## config.mk

```make
export PLATFORM = sky130hd
export DESIGN_NAME = block_serializer
export DESIGN_NICKNAME = d
export VERILOG_FILES = /design/src/logic/aes_pkg.sv /design/src/logic/stream_pkg.sv /design/src/logic/block_serializer.sv
export SDC_FILE = /design/constraint.sdc
export NUM_CORES = 1
export LEC_CHECK = 0
export BUFFER_PORTS_ARGS = -buffer_cell sky130_fd_sc_hd__buf_2
export CORE_AREA = 4 4 126 128
export DETAILED_ROUTE_END_ITERATION = 7
export DIE_AREA = 0 0 130 132
export HOLD_SLACK_MARGIN = 0.03
export PLACE_DENSITY = 0.48
export SYNTH_ARGS = -nofsm -noshare
export SYNTH_HDL_FRONTEND = slang
export SYNTH_SLANG_ARGS = --single-unit
```

## constraint.sdc

```tcl
create_clock -name Clk -period 1.1 [get_ports Clk]
set_input_delay 0.055 -clock Clk [delete_from_list [all_inputs] [get_ports Clk]]
set_output_delay 0.055 -clock Clk [all_outputs]
set_load 0.01 [all_outputs]
```

## src/logic/aes_pkg.sv

```systemverilog
package aes_pkg;

    localparam int block_bits = 128;
    localparam int key_bits   = 256;
    localparam int num_rounds = 14;

    // Byte i is FIPS-197 byte i and sits at bits 8i upward.
    typedef union packed {
        logic [block_bits-1:0]          word;
        logic [block_bits/8-1:0][7:0]   bytes;
    } block_u;

    // Forward S-box, entry 0 first.
    localparam logic [0:255][7:0] sbox_table = {
        128'h637c777bf26b6fc53001672bfed7ab76,
        128'hca82c97dfa5947f0add4a2af9ca472c0,
        128'hb7fd9326363ff7cc34a5e5f171d83115,
        128'h04c723c31896059a071280e2eb27b275,
        128'h09832c1a1b6e5aa0523bd6b329e32f84,
        128'h53d100ed20fcb15b6acbbe394a4c58cf,
        128'hd0efaafb434d338545f9027f503c9fa8,
        128'h51a3408f929d38f5bcb6da2110fff3d2,
        128'hcd0c13ec5f974417c4a77e3d645d1973,
        128'h60814fdc222a908846eeb814de5e0bdb,
        128'he0323a0a4906245cc2d3ac629195e479,
        128'he7c8376d8dd54ea96c56f4ea657aae08,
        128'hba78252e1ca6b4c6e8dd741f4bbd8b8a,
        128'h703eb5664803f60e613557b986c11d9e,
        128'he1f8981169d98e949b1e87e9ce5528df,
        128'h8ca1890dbfe6426841992d0fb054bb16
    };

    function automatic logic [7:0] sbox(input logic [7:0] b);
        return sbox_table[b];
    endfunction

    // Multiply by x modulo x^8 + x^4 + x^3 + x + 1.
    function automatic logic [7:0] xtime(input logic [7:0] b);
        return {b[6:0], 1'b0} ^ (b[7] ? 8'h1b : 8'h00);
    endfunction

endpackage

```

## src/logic/stream_pkg.sv

```systemverilog
package stream_pkg;

    localparam int word_bits   = 64;
    localparam int key_words   = 4;
    localparam int block_words = 2;

    // Frame phases of the input loader.
    typedef enum logic [3:0] {
        st_key     = 4'b0001,
        st_counter = 4'b0010,
        st_text    = 4'b0100,
        st_drain   = 4'b1000
    } loader_state_t;

endpackage

```

## src/logic/block_serializer.sv

```systemverilog
module block_serializer (
    input  logic                             Clk,
    input  logic                             rst_n,
    input  logic                             out_valid,
    output logic                             out_ready,
    input  aes_pkg::block_u                  out_stream,
    input  aes_pkg::block_u                  out_text,
    input  logic                             out_last,
    output logic                             m_valid,
    input  logic                             m_ready,
    output logic [stream_pkg::word_bits-1:0] m_data,
    output logic                             m_last,
    output logic                             frame_done
);

    logic [$clog2(stream_pkg::block_words)-1:0] word_sel;
    logic [aes_pkg::block_bits-1:0]             result;
    logic                                       m_fire;
    logic                                       last_word;

    assign result    = out_stream.word ^ out_text.word;
    assign m_valid   = out_valid;
    assign m_fire    = m_valid & m_ready;
    assign last_word = (word_sel == stream_pkg::block_words - 1);
    assign m_data    = result[word_sel*stream_pkg::word_bits +: stream_pkg::word_bits];
    assign m_last    = out_last & last_word;
    assign out_ready = m_fire & last_word;  // Block leaves with its second word.
    assign frame_done = m_fire & m_last;

    always_ff @(posedge Clk) begin
        if (!rst_n)
            word_sel <= '0;
        else if (m_fire)
            word_sel <= last_word ? '0 : word_sel + 1'b1;
    end

endmodule

```

# Word-level counts from Yosys, hierarchy flattened
# Cells that the tools add are included.
[op_classes] addsub=1 n_shift=1 mux=1 n_bitwise=5
[ops] operator="$shiftx 128x8->64" count=1
[ops] operator="$xor 128x128->128" count=1
[ops] operator="$and 1x1->1" count=4
[ops] operator="$add 1x1->1 const B" count=1
[ops] operator="$mux 1" count=1
[totals] reg_bits=1 input_bits=261 output_inout_bits=68 word_cells=9

# Longest topological paths before layout
[logic_depth] word_depth=2 depth_mapped=4 ltp_nobuf=2

# Least setup slack after synthesis
# No wires, ideal clock.
[synth_path] kind="register to output" startpoint="register word_sel, in the netlist last_word" endpoint="output port m_data[13] (netlist bit)" t_arrival_ns=0.971 t_required_ns=1.045 path_slack_ns=0.074 stages_incl_launch_ff=5 path_buffers=3 path_cell_list="dfxtp_1 buf_6 buf_8 buf_12 mux2i_1"
[synth_via] elab_chain_len=1
[synth_rtl] element="start, declared" line_no="block_serializer.sv:16" rtl="logic [$clog2(stream_pkg::block_words)-1:0] word_sel;"
[synth_rtl] element="start signal, assigned" line_no="block_serializer.sv:34" rtl="word_sel <= last_word ? '0 : word_sel + 1'b1;"
[synth_rtl] element="$shiftx 128x8->64" line_no="block_serializer.sv:25" rtl="assign m_data = result[word_sel*stream_pkg::word_bits +: stream_pkg::word_bits];"
[synth_rtl] element="end, declared" line_no="block_serializer.sv:11" rtl="output logic [stream_pkg::word_bits-1:0] m_data,"
# No other way between the ends.

# Worst setup path in the final report
[layout_path] startpoint="register word_sel, in the netlist last_word" endpoint="output port m_data[61] (netlist bit)"
# Same word-level chain as after synthesis.

==> impl_metrics.py <==
metrics = {
    "run_status": {
        "status": "completed",
    },
    "drt": {
        "drc": 0,
        "dr.pass1.iters": 4,
        "via_per_inst": 3.63,
        "vias": 2637,
        "routedWlPerCell_um": 12.6,
        "drt_iter0_drc": 20,
        "wirelength_um": 9140,
        "drtAntennaViolNets": 0,
    },
    "clock_network": {
        "clk_pin_slew_ns": 0,
        "clk_latency_ns": 0,
    },
    "global_route": {
        "grt_usage_pct": 7.96,
        "grt_pass1_wl_um": 11200,
        "grt_pass1_vias": 2519,
        "grt_antenna_before_repair": 1,
        "grt_max_degree": 29,
        "grt-ovfl-total": 0,
    },
    "layout": {
        "synthToLayoutAreaGrowth_pct": 101,
        "largest_reg_flops": 1,
        "layout-drive-gt1-share_pct": 63.7,
        "fin_nets": 800,
        "fillers": 1656,
        "final_core_util_pct": 26.4,
    },
    "pwr": {
        "p_leak_nw": 1.87,
        "powerDensity_nw_per_um2": 503,
        "power_mw": 1.97,
        "peakVddDrop_uv": 198,
    },
    "logic_synthesis": {
        "ys_async_sr_fraction_pct": 0,
        "synth_cell_types": 12,
        "synthCells": 208,
        "ys_dominant_reg_cell": "dfxtp_1",
        "synth_area_leader_cell": "xnor2_1",
        "ys_seq_area_share_pct": 1.02,
        "synthTopCellsByCount": "xnor2_1, mux2i_1, buf_12",
        "synth_top_area_share_pct": 57.4,
        "netlist_area_um2": 1950,
        "ys_seq_elements": 1,
        "synth_most_common_cell": "xnor2_1",
        "synth_nets": 469,
        "avgSynthCellArea_um2": 9.39,
        "synth_enable_flop_cells": 0,
        "synth.area.top_cells": "xnor2_1, mux2i_1, buf_12",
        "yosys_warnings": 0,
    },
    "critical_path": {
        "worstSetupEndpointType": "primary output",
        "arrival_ns": 1.03,
        "worst-path-max-fanout": 7,
        "path_class": "reg -> out",
        "start_kind": "flip-flop",
        "critPathRequiredTime_ns": 1.04,
    },
    "floorplan": {
        "die_area_um2": 17200,
        "boundaryPins": 329,
        "die_h_um": 132,
        "row_count": 45,
        "core_um2": 14900,
        "chipWidth_um": 130,
        "start_util_pct": 13.1,
    },
    "timing": {
        "fmax_ghz": 0.920,
        "hold_viol": 0,
        "drv_slew": 0,
        "fin_skew_ns": 0,
        "period_share_pct": 98.8,
        "timing.slew.headroom_pct": 80.5,
        "worstMarginPinSlew_ns": 0.291,
        "setup_viol": 0,
        "fin_crit_ns": 1.09,
        "rsz0062_at_grt": "true",
    },
    "place": {
        "dp_hpwl_um": 7770,
        "gp_congestion": 0.762,
        "io_buffers": 328,
    },
    "flow_run": {
        "cap_violations": 0,
    },
    "min_path": {
        "min_path_type": "in -> reg",
    },
}
-- cells in the final DEF, fill, tap and decap left out --
| master | instances |
|---|---|
| dfxtp_4 | 1 |
| diode_2 | 1 |
| clkbuf_16 | 3 |
| o21a_1 | 1 |
| xnor2_1 | 128 |
| and2_4 | 1 |
| and3_1 | 2 |
| buf_6 | 3 |
| and3b_1 | 1 |
| a21boi_1 | 1 |
| mux2i_4 | 2 |
| buf_2 | 327 |
| mux2i_1 | 62 |
| buf_12 | 3 |
| buf_8 | 2 |
-- layout make-up --
cell class	instances	area, µm²	share of cell area [%]
diodes	1	2.50	0.0637
multi-input cells	198	1830	46.6
flip-flops and latches	1	23.8	0.605
well taps	188	235	5.99
repair buffers	338	1840	46.7
-- metal layers --
metal | vias up | global-route usage, % | routed length (µm) | share of wire [%]
met3 | 6 | 1.46 | 1250 | 14
met2 | 195 | 18.0 | 4890 | 53
li1 | 1347 | - | - | -
met4 | 0 | 0.751 | 86 | 0.94
met5 | - | 0 | 0 | 0
met1 | 1089 | 7.05 | 2910 | 32
-- timing repair --
| action | CTS | global route |
|---|---|---|
| setup endpoints to repair | 1 | 13 |
| hold buffers | 0 | 0 |
| setup buffers | 0 | 2 |
| cloned | 0 | 4 |
| pin swaps | 0 | 1 |
| resized for setup | 1 | 9 |
-- kinds of logic after synthesis --
logic type	after synthesis	synth area share, %
XOR/XNOR	128	57.4
multiplexers	64	32.8
AO/OA/AOI/OAI	2	0.769
flip-flops	1	1.03
buffers and inverters	9	6.60
AND/OR/NAND/NOR	4	1.41
-- final timing paths --
path,start,end,slack (ns),cells after the start
hold / removal,rst_n,last_word,0.27,2
hold reg to reg,last_word,last_word,0.95,4
setup / recovery,last_word,m_data[61],0.01,4
setup reg to reg,last_word,last_word,0.02,4
-- worst max-delay path: stages (launching register included) --
cell	delay [ns]
dfxtp_4	0.36
buf_12	0.13
buf_12	0.14
mux2i_4	0.23
buf_2	0.15
-- stage by stage --
stage | setup TNS (ns) | hold slack [ns] | setup WS [ns] | std cells | area (µm²)
CTS | -0.0323 | 0.280 | -0.0323 | 719 | 3760
global placement | -0.0260 | 0.267 | -0.0260 | 719 | 3760
finish | 0 | 0.269 | 0.0133 | 726 | 3930
floorplan | 0 | 0.172 | 0.0744 | 208 | 1950
global route | -0.588 | 0.282 | -0.0291 | 726 | 3930
detailed placement | -0.0386 | 0.277 | -0.0386 | 719 | 3760
-- power breakdown --
part	switching (mW)	internal [mW]
Combinational	0.832	1.10
Clock	0	0.000000121
Sequential	0.00496	0.0389
Total	0.837	1.14
(Power assumes the default switching activity.)
