`src/logic/aes_pkg.sv`:
```
package aes_pkg;

    localparam int block_bits = 128;
    localparam int key_bits   = 256;
    localparam int num_rounds = 14;

    // Byte i is FIPS-197 byte i and sits at bits 8i upward.
    typedef union packed {
        logic [block_bits-1:0]          word;
        logic [block_bits/8-1:0][7:0]   bytes;
    } block_u;

    // Forward S-box, entry 0 first.
    localparam logic [0:255][7:0] sbox_table = {
        128'h637c777bf26b6fc53001672bfed7ab76,
        128'hca82c97dfa5947f0add4a2af9ca472c0,
        128'hb7fd9326363ff7cc34a5e5f171d83115,
        128'h04c723c31896059a071280e2eb27b275,
        128'h09832c1a1b6e5aa0523bd6b329e32f84,
        128'h53d100ed20fcb15b6acbbe394a4c58cf,
        128'hd0efaafb434d338545f9027f503c9fa8,
        128'h51a3408f929d38f5bcb6da2110fff3d2,
        128'hcd0c13ec5f974417c4a77e3d645d1973,
        128'h60814fdc222a908846eeb814de5e0bdb,
        128'he0323a0a4906245cc2d3ac629195e479,
        128'he7c8376d8dd54ea96c56f4ea657aae08,
        128'hba78252e1ca6b4c6e8dd741f4bbd8b8a,
        128'h703eb5664803f60e613557b986c11d9e,
        128'he1f8981169d98e949b1e87e9ce5528df,
        128'h8ca1890dbfe6426841992d0fb054bb16
    };

    function automatic logic [7:0] sbox(input logic [7:0] b);
        return sbox_table[b];
    endfunction

    // Multiply by x modulo x^8 + x^4 + x^3 + x + 1.
    function automatic logic [7:0] xtime(input logic [7:0] b);
        return {b[6:0], 1'b0} ^ (b[7] ? 8'h1b : 8'h00);
    endfunction

endpackage

```
`src/logic/stream_pkg.sv`:
```
package stream_pkg;

    localparam int word_bits   = 64;
    localparam int key_words   = 4;
    localparam int block_words = 2;

    // Frame phases of the input loader.
    typedef enum logic [3:0] {
        st_key     = 4'b0001,
        st_counter = 4'b0010,
        st_text    = 4'b0100,
        st_drain   = 4'b1000
    } loader_state_t;

endpackage

```
`src/logic/ctr_loader.sv`:
```
module ctr_loader (
    input  logic                             Clk,
    input  logic                             rst_n,
    input  logic                             s_valid,
    output logic                             s_ready,
    input  logic [stream_pkg::word_bits-1:0] s_data,
    input  logic                             s_last,
    output logic [aes_pkg::key_bits-1:0]     key,
    output logic                             key_load,
    input  logic                             schedule_ready,
    output logic                             blk_valid,
    input  logic                             blk_ready,
    output aes_pkg::block_u                  blk_counter,
    output aes_pkg::block_u                  blk_text,
    output logic                             blk_last,
    input  logic                             frame_done
);

    stream_pkg::loader_state_t                state;
    stream_pkg::loader_state_t                next_state;
    logic [$clog2(stream_pkg::key_words)-1:0] word_cnt;
    logic                                     word_wrap;
    logic                                     s_fire;
    logic                                     text_fire;
    logic                                     blk_fire;
    logic [stream_pkg::word_bits-1:0]         data_swapped;
    aes_pkg::block_u                          counter;

    assign s_fire    = s_valid & s_ready;
    assign text_fire = s_fire & (state == stream_pkg::st_text);
    assign blk_fire  = blk_valid & blk_ready;
    assign word_wrap = (state == stream_pkg::st_key) ?
                       (word_cnt == stream_pkg::key_words - 1) :
                       (word_cnt == stream_pkg::block_words - 1);
    assign key_load  = s_fire & (state == stream_pkg::st_key) & word_wrap;

    always_ff @(posedge Clk) begin
        if (!rst_n)
            state <= stream_pkg::st_key;
        else
            state <= next_state;
    end

    always_comb begin
        next_state = state;
        case (state)
            stream_pkg::st_key:
                if (s_fire && word_wrap) next_state = stream_pkg::st_counter;
            stream_pkg::st_counter:
                if (s_fire && word_wrap) next_state = stream_pkg::st_text;
            stream_pkg::st_text:
                if (s_fire && s_last) next_state = stream_pkg::st_drain;
            stream_pkg::st_drain:
                if (frame_done) next_state = stream_pkg::st_key;
            default:
                next_state = stream_pkg::st_key;
        endcase
    end

    // Text waits for a free pipeline slot and a settled key chain.
    always_comb begin
        case (state)
            stream_pkg::st_key, stream_pkg::st_counter:
                s_ready = 1'b1;
            stream_pkg::st_text:
                s_ready = schedule_ready & ~(blk_valid & ~blk_ready);
            default:
                s_ready = 1'b0;
        endcase
    end

    always_ff @(posedge Clk) begin
        if (!rst_n)
            word_cnt <= '0;
        else if (s_fire) begin
            if (word_wrap || (state == stream_pkg::st_text && s_last))
                word_cnt <= '0;
            else
                word_cnt <= word_cnt + 1'b1;
        end
    end

    always_ff @(posedge Clk) begin
        if (s_fire && state == stream_pkg::st_key)
            key[word_cnt*stream_pkg::word_bits +: stream_pkg::word_bits] <= s_data;
    end

    always_comb begin
        for (int i = 0; i < stream_pkg::word_bits / 8; i++)
            data_swapped[8*i +: 8] = s_data[stream_pkg::word_bits - 8 - 8*i +: 8];
    end

    // Counter is kept as a number. The first word lands in the top half.
    always_ff @(posedge Clk) begin
        if (s_fire && state == stream_pkg::st_counter)
            counter.word <= {counter.word[stream_pkg::word_bits-1:0], data_swapped};
        else if (blk_fire)
            counter.word <= counter.word + 1'b1;
    end

    always_comb begin
        for (int i = 0; i < aes_pkg::block_bits / 8; i++)
            blk_counter.bytes[i] = counter.bytes[aes_pkg::block_bits / 8 - 1 - i];
    end

    always_ff @(posedge Clk) begin
        if (text_fire) begin
            if (word_cnt == 0)
                blk_text.word <= {{stream_pkg::word_bits{1'b0}}, s_data};  // Zero slot 1.
            else
                blk_text.word[aes_pkg::block_bits-1:stream_pkg::word_bits] <= s_data;
        end
    end

    always_ff @(posedge Clk) begin
        if (!rst_n) begin
            blk_valid <= 1'b0;
            blk_last  <= 1'b0;
        end else begin
            if (text_fire)
                blk_last <= s_last;
            if (text_fire && (word_wrap || s_last))
                blk_valid <= 1'b1;
            else if (blk_fire)
                blk_valid <= 1'b0;
        end
    end

endmodule

```
`config.mk`:
```
export PLATFORM = sky130hd
export DESIGN_NAME = ctr_loader
export DESIGN_NICKNAME = d
export VERILOG_FILES = /design/src/logic/aes_pkg.sv /design/src/logic/stream_pkg.sv /design/src/logic/ctr_loader.sv
export SDC_FILE = /design/constraint.sdc
export NUM_CORES = 1
export LEC_CHECK = 0
export ABC_AREA = 1
export ABC_CLOCK_PERIOD_IN_PS = 13150
export CELL_PAD_IN_SITES_DETAIL_PLACEMENT = 1
export CELL_PAD_IN_SITES_GLOBAL_PLACEMENT = 1
export CORE_MARGIN = 1.5
export CORE_UTILIZATION = 45
export DETAILED_ROUTE_END_ITERATION = 10
export DONT_BUFFER_PORTS = 1
export PLACE_DENSITY = 0.79
export SLEW_MARGIN = 40
export SYNTH_ARGS = -nofsm -noshare
export SYNTH_HDL_FRONTEND = slang
export SYNTH_SLANG_ARGS = --single-unit
export TNS_END_PERCENT = 100
```
`constraint.sdc`:
```
create_clock -name Clk -period 13.15 [get_ports Clk]
set_input_delay 1.315 -clock Clk [delete_from_list [all_inputs] [get_ports Clk]]
set_output_delay 1.315 -clock Clk [all_outputs]
set_load 0.01 [all_outputs]
```
Yosys cells after proc, flatten, opt, wreduce, memory -nomap -nowiden

Index checks and enable logic that the tools add are counted.
Widths: inputs -> output; s select.

Bits in registers: 520
Bits of input ports: 71
Output and inout port bits: 516
Logic and storage cells: 59

$add $sub $neg: 3
Eq/ne operators: 10
Shift-type cells: 2
Muxes and demuxes: 13
Bitwise logic cells: 9
Reduce and logical (&&, ||, !) cells: 14

Operators by type and width:

| kind                      | count |
|---|---|
| $bwmux 256                | 1 |
| $mux 128                  | 2 |
| $shift 64x34->256 const A | 1 |
| $shiftx 64x34->256        | 1 |
| $add 128x1->128 const B   | 1 |
| $neg 8->34                | 1 |
| $mux 4                    | 4 |
| $pmux 4 s4                | 1 |
| $and 1x1->1               | 7 |
| $logic_and 1x1->1         | 6 |
| $ne 2x2->1 const B        | 3 |
| $eq 4x1->1 const B        | 1 |
| $eq 4x2->1 const B        | 1 |
| $eq 4x3->1 const B        | 1 |
| $eq 4x4->1 const B        | 1 |
| $reduce_and 4->1          | 1 |
| $reduce_bool 2->1         | 2 |
| $mux 1                    | 3 |
| $add 2x1->2 const B       | 1 |
| $eq 2x1->1 const B        | 1 |
| $eq 2x2->1 const B        | 1 |
| $logic_not 2->1           | 1 |
| $logic_or 1x1->1          | 2 |
| $mux 2                    | 1 |
| 5 further kinds           | 6 |

Logic depth before layout (Yosys ltp)

Gate-level depths: netlist (run 1).

Depth after elaboration: 9
Gate-level depth with buffers: 12
Mapped depth without buffers: 12

Least setup slack after synthesis (run 1)

No wires, ideal clock.

Kind: input -> register
Start point: input port s_valid
End point: register counter[0] (netlist name) (enable)
Library setup time: 1.115 ns
Arrival time: 4.116 ns
Data required time: 12.035 ns
Path slack: 7.919 ns
Stages: 6
Path buffers: 2
Cells stage by stage: inv_1 nor2_4 inv_2 clkbuf_1 buf_2 nand2_1

Word-level cells in the longest chain between the ends: 3

Ends and longest elaborated chain:

| element                            | RTL line         | text |
|---|---|---|
| start, declared                    | ctr_loader.sv:4  | `input logic s_valid,` |
| $and 1x1->1                        | ctr_loader.sv:29 | `assign s_fire = s_valid & s_ready;` |
| $logic_and 1x1->1                  | ctr_loader.sv:95 | `if (s_fire && state == stream_pkg::st_counter)` |
| $reduce_bool 2->1 (no source line) | n/a              |  |
| end, declared                      | ctr_loader.sv:27 | `aes_pkg::block_u counter;` |

No other way between the ends.
A chain may end at the register's enable or synchronous reset.

Final worst setup path (run 1)

Start point: register word_cnt[0] (netlist name)
End point: output port key_load

Word-level cells in the longest chain between the ends: 3
Elaborated cells between the ends (all ways): 4
Those cells by class: 2 x eq/ne; 1 x mux; 1 x bitwise

Ends and longest elaborated chain:

| element                                  | RTL line                           | text |
|---|---|---|
| start, declared                          | ctr_loader.sv:21                   | `logic [$clog2(stream_pkg::key_words)-1:0] word_cnt;` |
| start signal, assigned                   | ctr_loader.sv:79                   | `word_cnt <= word_cnt + 1'b1;` |
| $eq 2x1->1 or $eq 2x2->1 (tied branches) | ctr_loader.sv:34, ctr_loader.sv:33 |  |
| $mux 1 *                                 | ctr_loader.sv:32                   | `assign word_wrap = (state == stream_pkg::st_key) ?` |
| $and 1x1->1 *                            | ctr_loader.sv:35                   | `assign key_load = s_fire & (state == stream_pkg::st_key) & word_wrap;` |
| end, declared                            | ctr_loader.sv:9                    | `output logic key_load,` |

Mark *: on every way between the ends. The rest lies on a longest branch, timed or not.

==> impl_metrics.py, run 1 <==
metrics = {
    "floorplan": {
        "row_count": 85,
        "initial_core_util_pct": 45.6,
        "num_io_pins": 587,
        "core_um2": 53800,
        "die_w_um": 237,
        "die_h_um": 237,
        "die-area_um2": 55900,
    },
    "detailed_routing": {
        "antenna_left": 0,
        "initialDrtViolationCount": 1929,
        "wl_per_cell_um": 32.7,
        "vias_per_cell": 5.87,
        "finalWirelength_mm": 111,
        "first_pass_iters": 5,
        "drc": 0,
        "vias": 19909,
    },
    "critical_path": {
        "crit_fanout": 68,
        "endpoint_kind": "output pin",
        "arrival_ns": 2.35,
        "start_kind": "register",
        "required_ns": 11.84,
        "reg2reg_slack_ns": 9.74,
        "worstSetupPathType": "reg2out",
        "rr_worst_depth": 6,
    },
    "worst_hold_path": {
        "hold_depth": 2,
        "hold_path.class": "reg2reg",
    },
    "clock_tree": {
        "cts_setup_buffers": 0,
        "cts.clk_slew.worst_paths_ns": 0.07,
        "holdBufCountCts": 0,
        "numCtsBuffers": 51,
        "cts_resized": 0,
        "cts_tree": "built",
        "clockRootBuffer": "clkbuf_16",
        "clkLatencyLatePin_ns": 0.60,
        "htree_levels": 2,
        "clock_sinks": 520,
        "cts_buffer_depth": 3,
    },
    "sta": {
        "final-hold-violation-count": 0,
        "layout_min_cycle_time_ns": 3.67,
        "fmax_ghz": 0.273,
        "drv_slew": 0,
        "fin_worst_skew_ns": 0.0157,
        "setup_viol": 0,
        "post-route-period-util_pct": 27.9,
        "setup_tns_ns": 0,
        "rsz0062_at_grt": "no",
        "worst_pin_slew_ns": 0.817,
        "relSlewSlack_pct": 45.6,
    },
    "grt": {
        "antenna_found_initial": 10,
        "grt_max_degree": 92,
        "grt_pass1_vias": 20464,
        "grt_pass1_wl_mm": 153,
        "gr-total-overflow": 0,
        "grt_usage_pct": 39.0,
    },
    "logic_synthesis": {
        "synthArstFlopShare_pct": 0,
        "synth_area_um2": 24500,
        "synth_cells": 2648,
        "avgSynthCellArea_um2": 9.27,
        "yosysTopAreaCellShare_pct": 62.6,
        "yosys-top-cells-count": "912 x nand2_1, 583 x nor2_1, 512 x edfxtp_1",
        "yosysWarnings": 0,
        "synth_seq_cells": 520,
        "synth_seq_area_share_pct": 63.3,
        "ys_types": 32,
        "synth_edf_count": 512,
        "synth.area.top_cells": "edfxtp_1 63%, nand2_1 14%, nor2_1 8.9%",
        "syn_nets": 2725,
        "yosysTopAreaCell": "edfxtp_1",
        "synth.most_common_cell": "nand2_1",
        "synth_ff_type": "edfxtp_1",
    },
    "pwr": {
        "p_sw_share_pct": 23.5,
        "p_total_mw": 3.62,
        "leakagePower_nw": 9.97,
        "switchingPower_mw": 0.853,
        "internal_power_mw": 2.77,
        "pwr-share-seq_pct": 52.7,
        "cellPowerDensity_nw_per_um2": 133,
        "p_comb_share_pct": 4.9,
        "ir_drop_mv": 0.127,
        "clockPowerShare_pct": 42.4,
    },
    "run_status": {
        "status": "completed",
    },
    "place": {
        "hpwl_mm": 84.2,
        "port-buffer-count": 0,
        "gp_congestion": 0.968,
    },
    "finish": {
        "drive_gt1_share_pct": 6.70,
        "final_nets": 2722,
        "area_delta_synth_final_pct": 10.7,
    },
    "flow_run": {
        "max-cap-violations": 0,
    },
}
[state kept, by name, summed over array words and instances (netlist names)]
register   count
blk_valid      1
word_cnt       2
state          4
key          256
blk_text     128
blk_last       1
counter      128
[path summary, 6_finish.rpt]
kind,to,start
setup / recovery,key_load,word_cnt[0]$_SDFFE_PN0N_
hold / removal,word_cnt[1]$_SDFFE_PN0N_,word_cnt[1]$_SDFFE_PN0N_
setup reg to reg,key[44]$_DFFE_PP_,word_cnt[1]$_SDFFE_PN0N_
hold reg to reg,word_cnt[1]$_SDFFE_PN0N_,word_cnt[1]$_SDFFE_PN0N_
[power by group through the flow]
stage	combinational [mW]	sequential, mW	clock, mW
after floorplan	0.109	1.93	0
after global placement	0.162	1.94	0
after detailed placement	0.172	1.94	0
after CTS	0.171	1.91	1.54
after global routing	0.187	1.91	1.59
final	0.177	1.91	1.54
[routing by layer]
layer | global-route usage, % | wire [um]
met1 | 43.9 | 37800
met2 | 64.3 | 52900
met3 | 11.9 | 11800
met4 | 25.4 | 8250
met5 | 0 | 46
[layout make-up]
cell class                      count  area [um2]
Inverter                          198         746
Multi-Input combinational cell   1857        8060
Timing Repair Buffer               17         234
Sequential cell                   520       15500
Tap cell                          696         871
Clock buffer                       61        1310
Antenna cell                       10        25.0
Fill cell                        6125       26600
Clock inverter                     33         390
[placed cells by master (no fill, tap or decap), types with 4 or more instances in the layout]
cell type,netlist,routed
a21oi_1,6,6
buf_16,0,4
buf_4,1,6
buf_6,0,7
bufinv_16,0,8
clkbuf_1,43,10
clkbuf_16,0,51
clkinv_1,1,10
clkinv_2,0,9
dfxtp_1,8,7
diode_2,0,10
edfxtp_1,512,512
ha_1,6,4
inv_1,193,192
inv_2,4,4
nand2_1,912,908
nand2_2,11,12
nand2_4,8,10
nand3_1,101,100
nand4_1,4,4
nor2_1,583,578
nor2_2,27,27
nor2_4,14,19
nor2_8,4,4
nor3_1,67,67
o21ai_0,41,41
o21bai_1,4,4
or2_2,5,5
xnor2_1,15,15
xor2_1,39,39
[logic make-up after synthesis]
kind of cell | count (synthesis) | synth area share (%)
simple gates | 1740 | 28.9
flops | 520 | 63.3
buf+inv | 271 | 4.24
compound gates | 56 | 1.21
xor+xnor | 55 | 1.99
fa+ha+maj | 6 | 0.306
[stage by stage]
step / utilization, % / hold slack (ns) / instance area (um2) / cells / worst slack [ns]
2_1_floorplan: - / 0.488 / 24500 / 2648 / 7.92
3_3_place_gp: 47.0 / 0.521 / 25300 / 3284 / 8.45
3_5_place_dp: 47.2 / 0.536 / 25400 / 3286 / 9.20
4_1_cts: 50.3 / 0.578 / 27100 / 3380 / 9.47
5_1_grt: 50.5 / 0.597 / 27200 / 3390 / 9.43
6_report: 50.5 / 0.582 / 27200 / 3392 / 9.48
[worst max-delay path, stage by stage, from the launching register on]
cell     delay (ns)
dfxtp_2        0.34
buf_4          0.61
nand3_1        0.22
inv_1          0.16
nand3_1        0.15
inv_1          0.24
No activity file was read; power rests on OpenSTA's default activity.
==> inputs of run 2 (changes only) <==
--- a/config.mk
+++ b/config.mk
@@ -6,7 +6,7 @@
 export NUM_CORES = 1
 export LEC_CHECK = 0
 export ABC_AREA = 1
-export ABC_CLOCK_PERIOD_IN_PS = 13150
+export ABC_CLOCK_PERIOD_IN_PS = 3700
 export CELL_PAD_IN_SITES_DETAIL_PLACEMENT = 1
 export CELL_PAD_IN_SITES_GLOBAL_PLACEMENT = 1
 export CORE_MARGIN = 1.5
==> constraint.sdc (replaced) <==
create_clock -name Clk -period 3.7 [get_ports Clk]
set_input_delay 0.37 -clock Clk [delete_from_list [all_inputs] [get_ports Clk]]
set_output_delay 0.37 -clock Clk [all_outputs]
set_load 0.01 [all_outputs]
==> run 2 against run 1 <==
Against the previous run:
- clock skew up 0.016 ns
- global-route usage up 4.1 points
- worst hold slack worse by 0.58 ns
==> impl_metrics.py, run 2 (synthesized netlist as in run 1, its figures left out) <==
metrics = {
    "sta": {
        "fin_worst_skew_ns": 0.0321,
        "rsz0062_at_grt": "no",
        "relSlewSlack_pct": 40.7,
        "setup_tns_ns": 0,
        "setup_viol": 0,
        "postLayoutSetupSlackWorst_ns": 0.701,
        "worst_pin_slew_ns": 0.889,
        "layout_min_cycle_time_ns": 3.00,
        "post-route-period-util_pct": 81.1,
        "final-hold-violation-count": 0,
        "drv_slew": 0,
        "fmax_ghz": 0.333,
    },
    "finish": {
        "drive_gt1_share_pct": 7.97,
        "regMostFlops": "key",
        "largest_reg_flops": 256,
        "stdcell_area_um2": 28300,
        "reg_top3": "key (256), blk_text (128), counter (128)",
        "area_delta_synth_final_pct": 15.3,
        "fin_cells": 3545,
        "final_nets": 2831,
        "layout_commonest_cell": "nand2_1",
        "final_cell_mix": "908 x nand2_1, 578 x nor2_1, 512 x edfxtp_1",
    },
    "floorplan": {
        "row_count": 85,
        "initial_core_util_pct": 45.6,
        "core_um2": 53800,
        "die-area_um2": 55900,
        "num_io_pins": 587,
        "die_h_um": 237,
        "die_w_um": 237,
    },
    "clock_tree": {
        "clkLatencyLatePin_ns": 0.64,
        "htree_levels": 2,
        "cts.clk_slew.worst_paths_ns": 0.07,
        "clock_sinks": 520,
        "clockRootBuffer": "clkbuf_16",
        "cts_buffer_depth": 3,
        "cts_setup_buffers": 0,
        "cts_tree": "built",
        "numCtsBuffers": 54,
    },
    "detailed_routing": {
        "wl_met2_mm": 58.0,
        "finalWirelength_mm": 125,
        "vias_per_cell": 5.99,
        "drc": 0,
        "wl_met1_mm": 40.8,
        "top_layer_used": "met5",
        "wl_per_cell_um": 35.2,
        "first_pass_iters": 7,
        "initialDrtViolationCount": 2388,
        "antenna_left": 0,
        "vias": 21249,
        "met3_length_mm": 13.7,
    },
    "critical_path": {
        "cp_num_buf_inv": 4,
        "endpoint": "key[30]$_DFFE_PP_",
        "r2r-end": "key[30]$_DFFE_PP_",
        "crit_fanout": 64,
        "reg2reg_slack_ns": 0.70,
        "reg2reg_from": "word_cnt[1]$_SDFFE_PN0N_",
        "endpoint_kind": "register",
        "crit_chain": "inv_1 > ha_1 > clkinv_1 > buf_4 > nand3_2 > buf_4 > nor2_1",
        "arrival_ns": 3.32,
        "rr_worst_depth": 7,
        "start_kind": "register",
        "critPathSlowestCell": "buf_4",
        "required_ns": 4.02,
        "crit_path_frequent_cell": "buf_4",
        "cp_num_cells": 7,
        "cp_top_family": "buffers and inverters",
        "worstSetupPathType": "reg2reg",
        "crit_start": "word_cnt[1]$_SDFFE_PN0N_",
        "max_stage_delay_ns": 0.66,
    },
    "grt": {
        "grt_usage_pct": 43.1,
        "grt_pass1_wl_mm": 168,
        "gr-total-overflow": 0,
        "antenna_found_initial": 24,
        "grt_max_degree": 135,
        "grt_pass1_vias": 21528,
    },
    "place": {
        "port-buffer-count": 0,
        "gp_congestion": 1.06,
        "dp.cells": 3325,
        "hpwl_mm": 88.9,
        "dpl-instance-area_um2": 25700,
        "dp_slack_ns": 0.837,
    },
    "worst_hold_path": {
        "hold_path.class": "in2reg",
        "hp-start": "s_data[3]",
        "hold_depth": 2,
    },
    "pwr": {
        "ir_drop_mv": 0.471,
        "leakagePower_nw": 10.5,
        "cellPowerDensity_nw_per_um2": 470,
    },
    "flow_run": {
        "max-cap-violations": 0,
    },
    "run_status": {
        "status": "completed",
    },
}
[run 2: changes by cell type in the layout (fill, tap and decap cells not counted), moves of 5 or more]
cell / change
dlygate4sd3_1: +69
buf_12: +8
buf_6: -6
buf_4: +39
clkinvlp_4: +5
diode_2: +42
[run 2: repair_timing]
item | in CTS | in global routing
endpoints found under the setup margin | 0 | 0
gates resized for setup | 0 | 0
endpoints found under the hold margin | 141 | 0
hold buffers | 69 | 0
[run 2: layer usage]
layer,global-route usage [%],up-vias
li1,-,8817
met1,48.1,10474
met2,69.2,1505
met3,13.0,447
met4,33.6,6
met5,0,-
[run 2: through the flow]
stage	total power [mW]	hold WS, ns	utilization [%]
after detailed placement	7.54	0.469	47.8
after global routing	13.5	-0.000128	52.6
after CTS	13.1	0.000890	52.3
after floorplan	7.24	0.468	-
after global placement	7.51	0.469	47.7
final	13.3	0.000171	52.6
[run 2: how the worst min path moves through the flow]
| stage | endpoint | slack, ns |
|---|---|---|
| finish | key[67]$_DFFE_PP_ | 0.0002 |
| global route | key[245]$_DFFE_PP_ | -0.0001 |
| CTS | key[195]$_DFFE_PP_ | 0.0009 |
| detailed placement | blk_text[20]$_DFFE_PP_ | 0.47 |
| global placement | blk_text[52]$_DFFE_PP_ | 0.47 |
| floorplan | state[2]$_SDFFE_PN0P_ | 0.47 |
[run 2: power breakdown]
group | leakage [nW] | switching [mW] | total, mW | internal (mW)
registers | 4.77 | 0.166 | 6.79 | 6.62
clock network | 0.851 | 2.60 | 5.70 | 3.10
logic | 4.83 | 0.632 | 0.805 | 0.173
total | 10.5 | 3.40 | 13.3 | 9.89
[run 2: final cells by class]
type,instances,area [um2]
Antenna cell,52,130
Sequential cell,520,15500
Inverter,198,746
Timing Repair Buffer,123,1200
Fill cell,6083,25500
Tap cell,696,871
Clock buffer,64,1410
Multi-Input combinational cell,1857,8050
Clock inverter,35,367
[run 2: worst reg2reg max path, cell delays in order (launching register included)]
cell and delay [ns]:
dfxtp_1 0.42, inv_1 0.16, ha_1 0.35, clkinv_1 0.38, buf_4 0.35, nand3_2 0.08, buf_4 0.66, nor2_1 0.30
==> inputs of run 3 (changes only) <==
--- a/config.mk
+++ b/config.mk
@@ -6,7 +6,7 @@
 export NUM_CORES = 1
 export LEC_CHECK = 0
 export ABC_AREA = 1
-export ABC_CLOCK_PERIOD_IN_PS = 3700
+export ABC_CLOCK_PERIOD_IN_PS = 3020
 export CELL_PAD_IN_SITES_DETAIL_PLACEMENT = 1
 export CELL_PAD_IN_SITES_GLOBAL_PLACEMENT = 1
 export CORE_MARGIN = 1.5
==> constraint.sdc (replaced) <==
create_clock -name Clk -period 3.02 [get_ports Clk]
set_input_delay 0.302 -clock Clk [delete_from_list [all_inputs] [get_ports Clk]]
set_output_delay 0.302 -clock Clk [all_outputs]
set_load 0.01 [all_outputs]
==> run 3 against run 2 <==
Against the previous run:
- the run now ends with hold timing left
- design area rose by 0.37%
- global-route usage fell by 0.93 points
- sequential share of layout area fell by 0.20 points
- register-to-register slack got worse by 0.69 ns
- via count fell by 1.3%
- total power rose by 23%
- maximum frequency fell by 0.45%
- clock-buffer cell count fell by 3
- combinational power rose by 32%
- critical path type unchanged
==> impl_metrics.py, run 3 (synthesized netlist as in run 1, its figures left out) <==
metrics = {
    "critical_path": {
        "crit_path_frequent_cell": "nand2_1",
        "endpoint": "counter[116]$_DFFE_PP_",
        "reg2reg_slack_ns": 0.007,
        "worstSetupPathType": "reg2reg",
        "crit_fanout": 5,
        "required_ns": 3.39,
        "r2r-end": "counter[116]$_DFFE_PP_",
        "endpoint_kind": "register",
        "crit_chain": "ha_2 > inv_1 > nor2_4 > nand2_1 > nor2_1 > nand2_1 > nand2_1 > nand2_1 > nand2_1 > nand2_1",
        "cp_num_buf_inv": 1,
        "cp_num_cells": 10,
        "arrival_ns": 3.38,
        "rr_worst_depth": 10,
        "start_kind": "register",
        "critPathSlowestCell": "edfxtp_1",
        "max_stage_delay_ns": 0.72,
        "crit_start": "counter[1]$_DFFE_PP_",
        "cp_top_family": "simple AND/OR/NAND/NOR gates",
        "reg2reg_from": "counter[1]$_DFFE_PP_",
    },
    "sta": {
        "drv_slew": 0,
        "relSlewSlack_pct": 43.2,
        "setup_viol": 0,
        "post-route-period-util_pct": 99.8,
        "postLayoutSetupSlackWorst_ns": 0.00720,
        "fmax_ghz": 0.332,
        "holdWs_ns": -0.00371,
        "rsz0062_at_grt": "no",
        "layout_min_cycle_time_ns": 3.01,
        "final-hold-violation-count": 2,
        "fin_worst_skew_ns": 0.0289,
        "worst_pin_slew_ns": 0.849,
    },
    "grt": {
        "grt_pass1_vias": 21312,
        "grt_pass1_wl_mm": 165,
        "gr-total-overflow": 0,
        "grt_max_degree": 135,
        "grt_usage_pct": 42.2,
        "antenna_found_initial": 13,
    },
    "pwr": {
        "ir_drop_mv": 0.600,
        "leakagePower_nw": 10.5,
        "cellPowerDensity_nw_per_um2": 576,
    },
    "finish": {
        "regMostFlops": "key",
        "drive_gt1_share_pct": 8.36,
        "layout_commonest_cell": "nand2_1",
        "reg_top3": "key (256), blk_text (128), counter (128)",
        "largest_reg_flops": 256,
        "area_delta_synth_final_pct": 15.8,
        "fin_cells": 3521,
        "final_cell_mix": "908 x nand2_1, 577 x nor2_1, 512 x edfxtp_1",
        "final_nets": 2843,
    },
    "floorplan": {
        "die-area_um2": 55900,
        "row_count": 85,
        "initial_core_util_pct": 45.6,
        "die_w_um": 237,
        "num_io_pins": 587,
        "die_h_um": 237,
        "core_um2": 53800,
    },
    "detailed_routing": {
        "vias_per_cell": 5.95,
        "wl_per_cell_um": 33.9,
        "antenna_left": 0,
        "finalWirelength_mm": 119,
        "first_pass_iters": 5,
        "drc": 0,
        "initialDrtViolationCount": 2267,
        "vias": 20964,
    },
    "clock_tree": {
        "clkLatencyLatePin_ns": 0.64,
        "clock_sinks": 520,
        "cts.clk_slew.worst_paths_ns": 0.07,
        "numCtsBuffers": 54,
        "clockRootBuffer": "clkbuf_16",
        "cts_buffer_depth": 3,
        "cts_tree": "built",
        "htree_levels": 2,
    },
    "place": {
        "dp.cells": 3336,
        "dp_slack_ns": 0.0941,
        "port-buffer-count": 0,
        "hpwl_mm": 87.3,
        "gp_congestion": 1.07,
    },
    "run_status": {
        "violations": "hold timing",
        "status": "complete, but fails checks",
    },
    "worst_hold_path": {
        "hold_path.class": "in2reg",
    },
    "flow_run": {
        "max-cap-violations": 0,
    },
}
[run 3: report_power, final]
part	total [mW]	switching [mW]	internal [mW]
sequential	8.31	0.194	8.11
combinational	1.06	0.824	0.236
clock	7.00	3.17	3.83
[run 3: cell type report]
type / count / area (um2)
tap: 696 / 871
antenna: 15 / 37.5
sequential: 520 / 15500
inverter: 198 / 746
clock buffer: 61 / 1380
clock inverter: 39 / 415
fill: 6058 / 25400
multi-input combinational: 1857 / 8050
timing repair buffer: 135 / 1380
[run 3: worst reg2reg max path, cell delays in order, from the launching register on]
cell      delay (ns)
edfxtp_1        0.72
ha_2            0.42
inv_1           0.18
nor2_4          0.26
nand2_1         0.29
nor2_1          0.54
nand2_1         0.12
nand2_1         0.07
nand2_1         0.05
nand2_1         0.06
nand2_1         0.06
[run 3: repair_timing]
item | CTS | global route
hold buffers | 70 | 0
resized for setup | 0 | 2
setup buffers | 0 | 0
endpoints found under the hold margin | 325 | 0
setup endpoints to repair | 0 | 6
[run 3: how the worst min path moves through the flow]
| stage | slack (ns) | startpoint | cells after the start | end |
|---|---|---|---|---|
| floorplan | 0.40 | rst_n | 2 | state[2]$_SDFFE_PN0P_ |
| global placement | 0.40 | s_data[52] | 0 | blk_text[52]$_DFFE_PP_ |
| detailed placement | 0.40 | s_data[52] | 0 | blk_text[52]$_DFFE_PP_ |
| CTS | 0.001 | s_data[3] | 2 | blk_text[67]$_SDFFCE_PP0P_ |
| global route | 0.02 | s_data[4] | 2 | key[68]$_DFFE_PP_ |
| finish | -0.004 | s_valid | 4 | state[0]$_SDFFE_PN1P_ |
[run 3: per-layer routing]
metal,GRT usage (%),vias to the layer above,routed length [um]
met5,0,-,13
met4,31.0,2,10700
met3,12.8,422,13000
met2,68.8,1430,55700
met1,46.7,10307,39800
li1,-,8803,-
[run 3: per-stage QoR]
| step | power, mW | util (%) | TNS [ns] | cell area (um2) |
|---|---|---|---|---|
| global placement | 9.21 | 48.1 | 0 | 25900 |
| floorplan | 8.88 | - | -226.65 | 24600 |
| global route | 16.6 | 52.8 | 0 | 28400 |
| CTS | 16.2 | 52.7 | 0 | 28400 |
| detailed placement | 9.26 | 48.1 | 0 | 25900 |
| finish | 16.4 | 52.8 | 0 | 28400 |
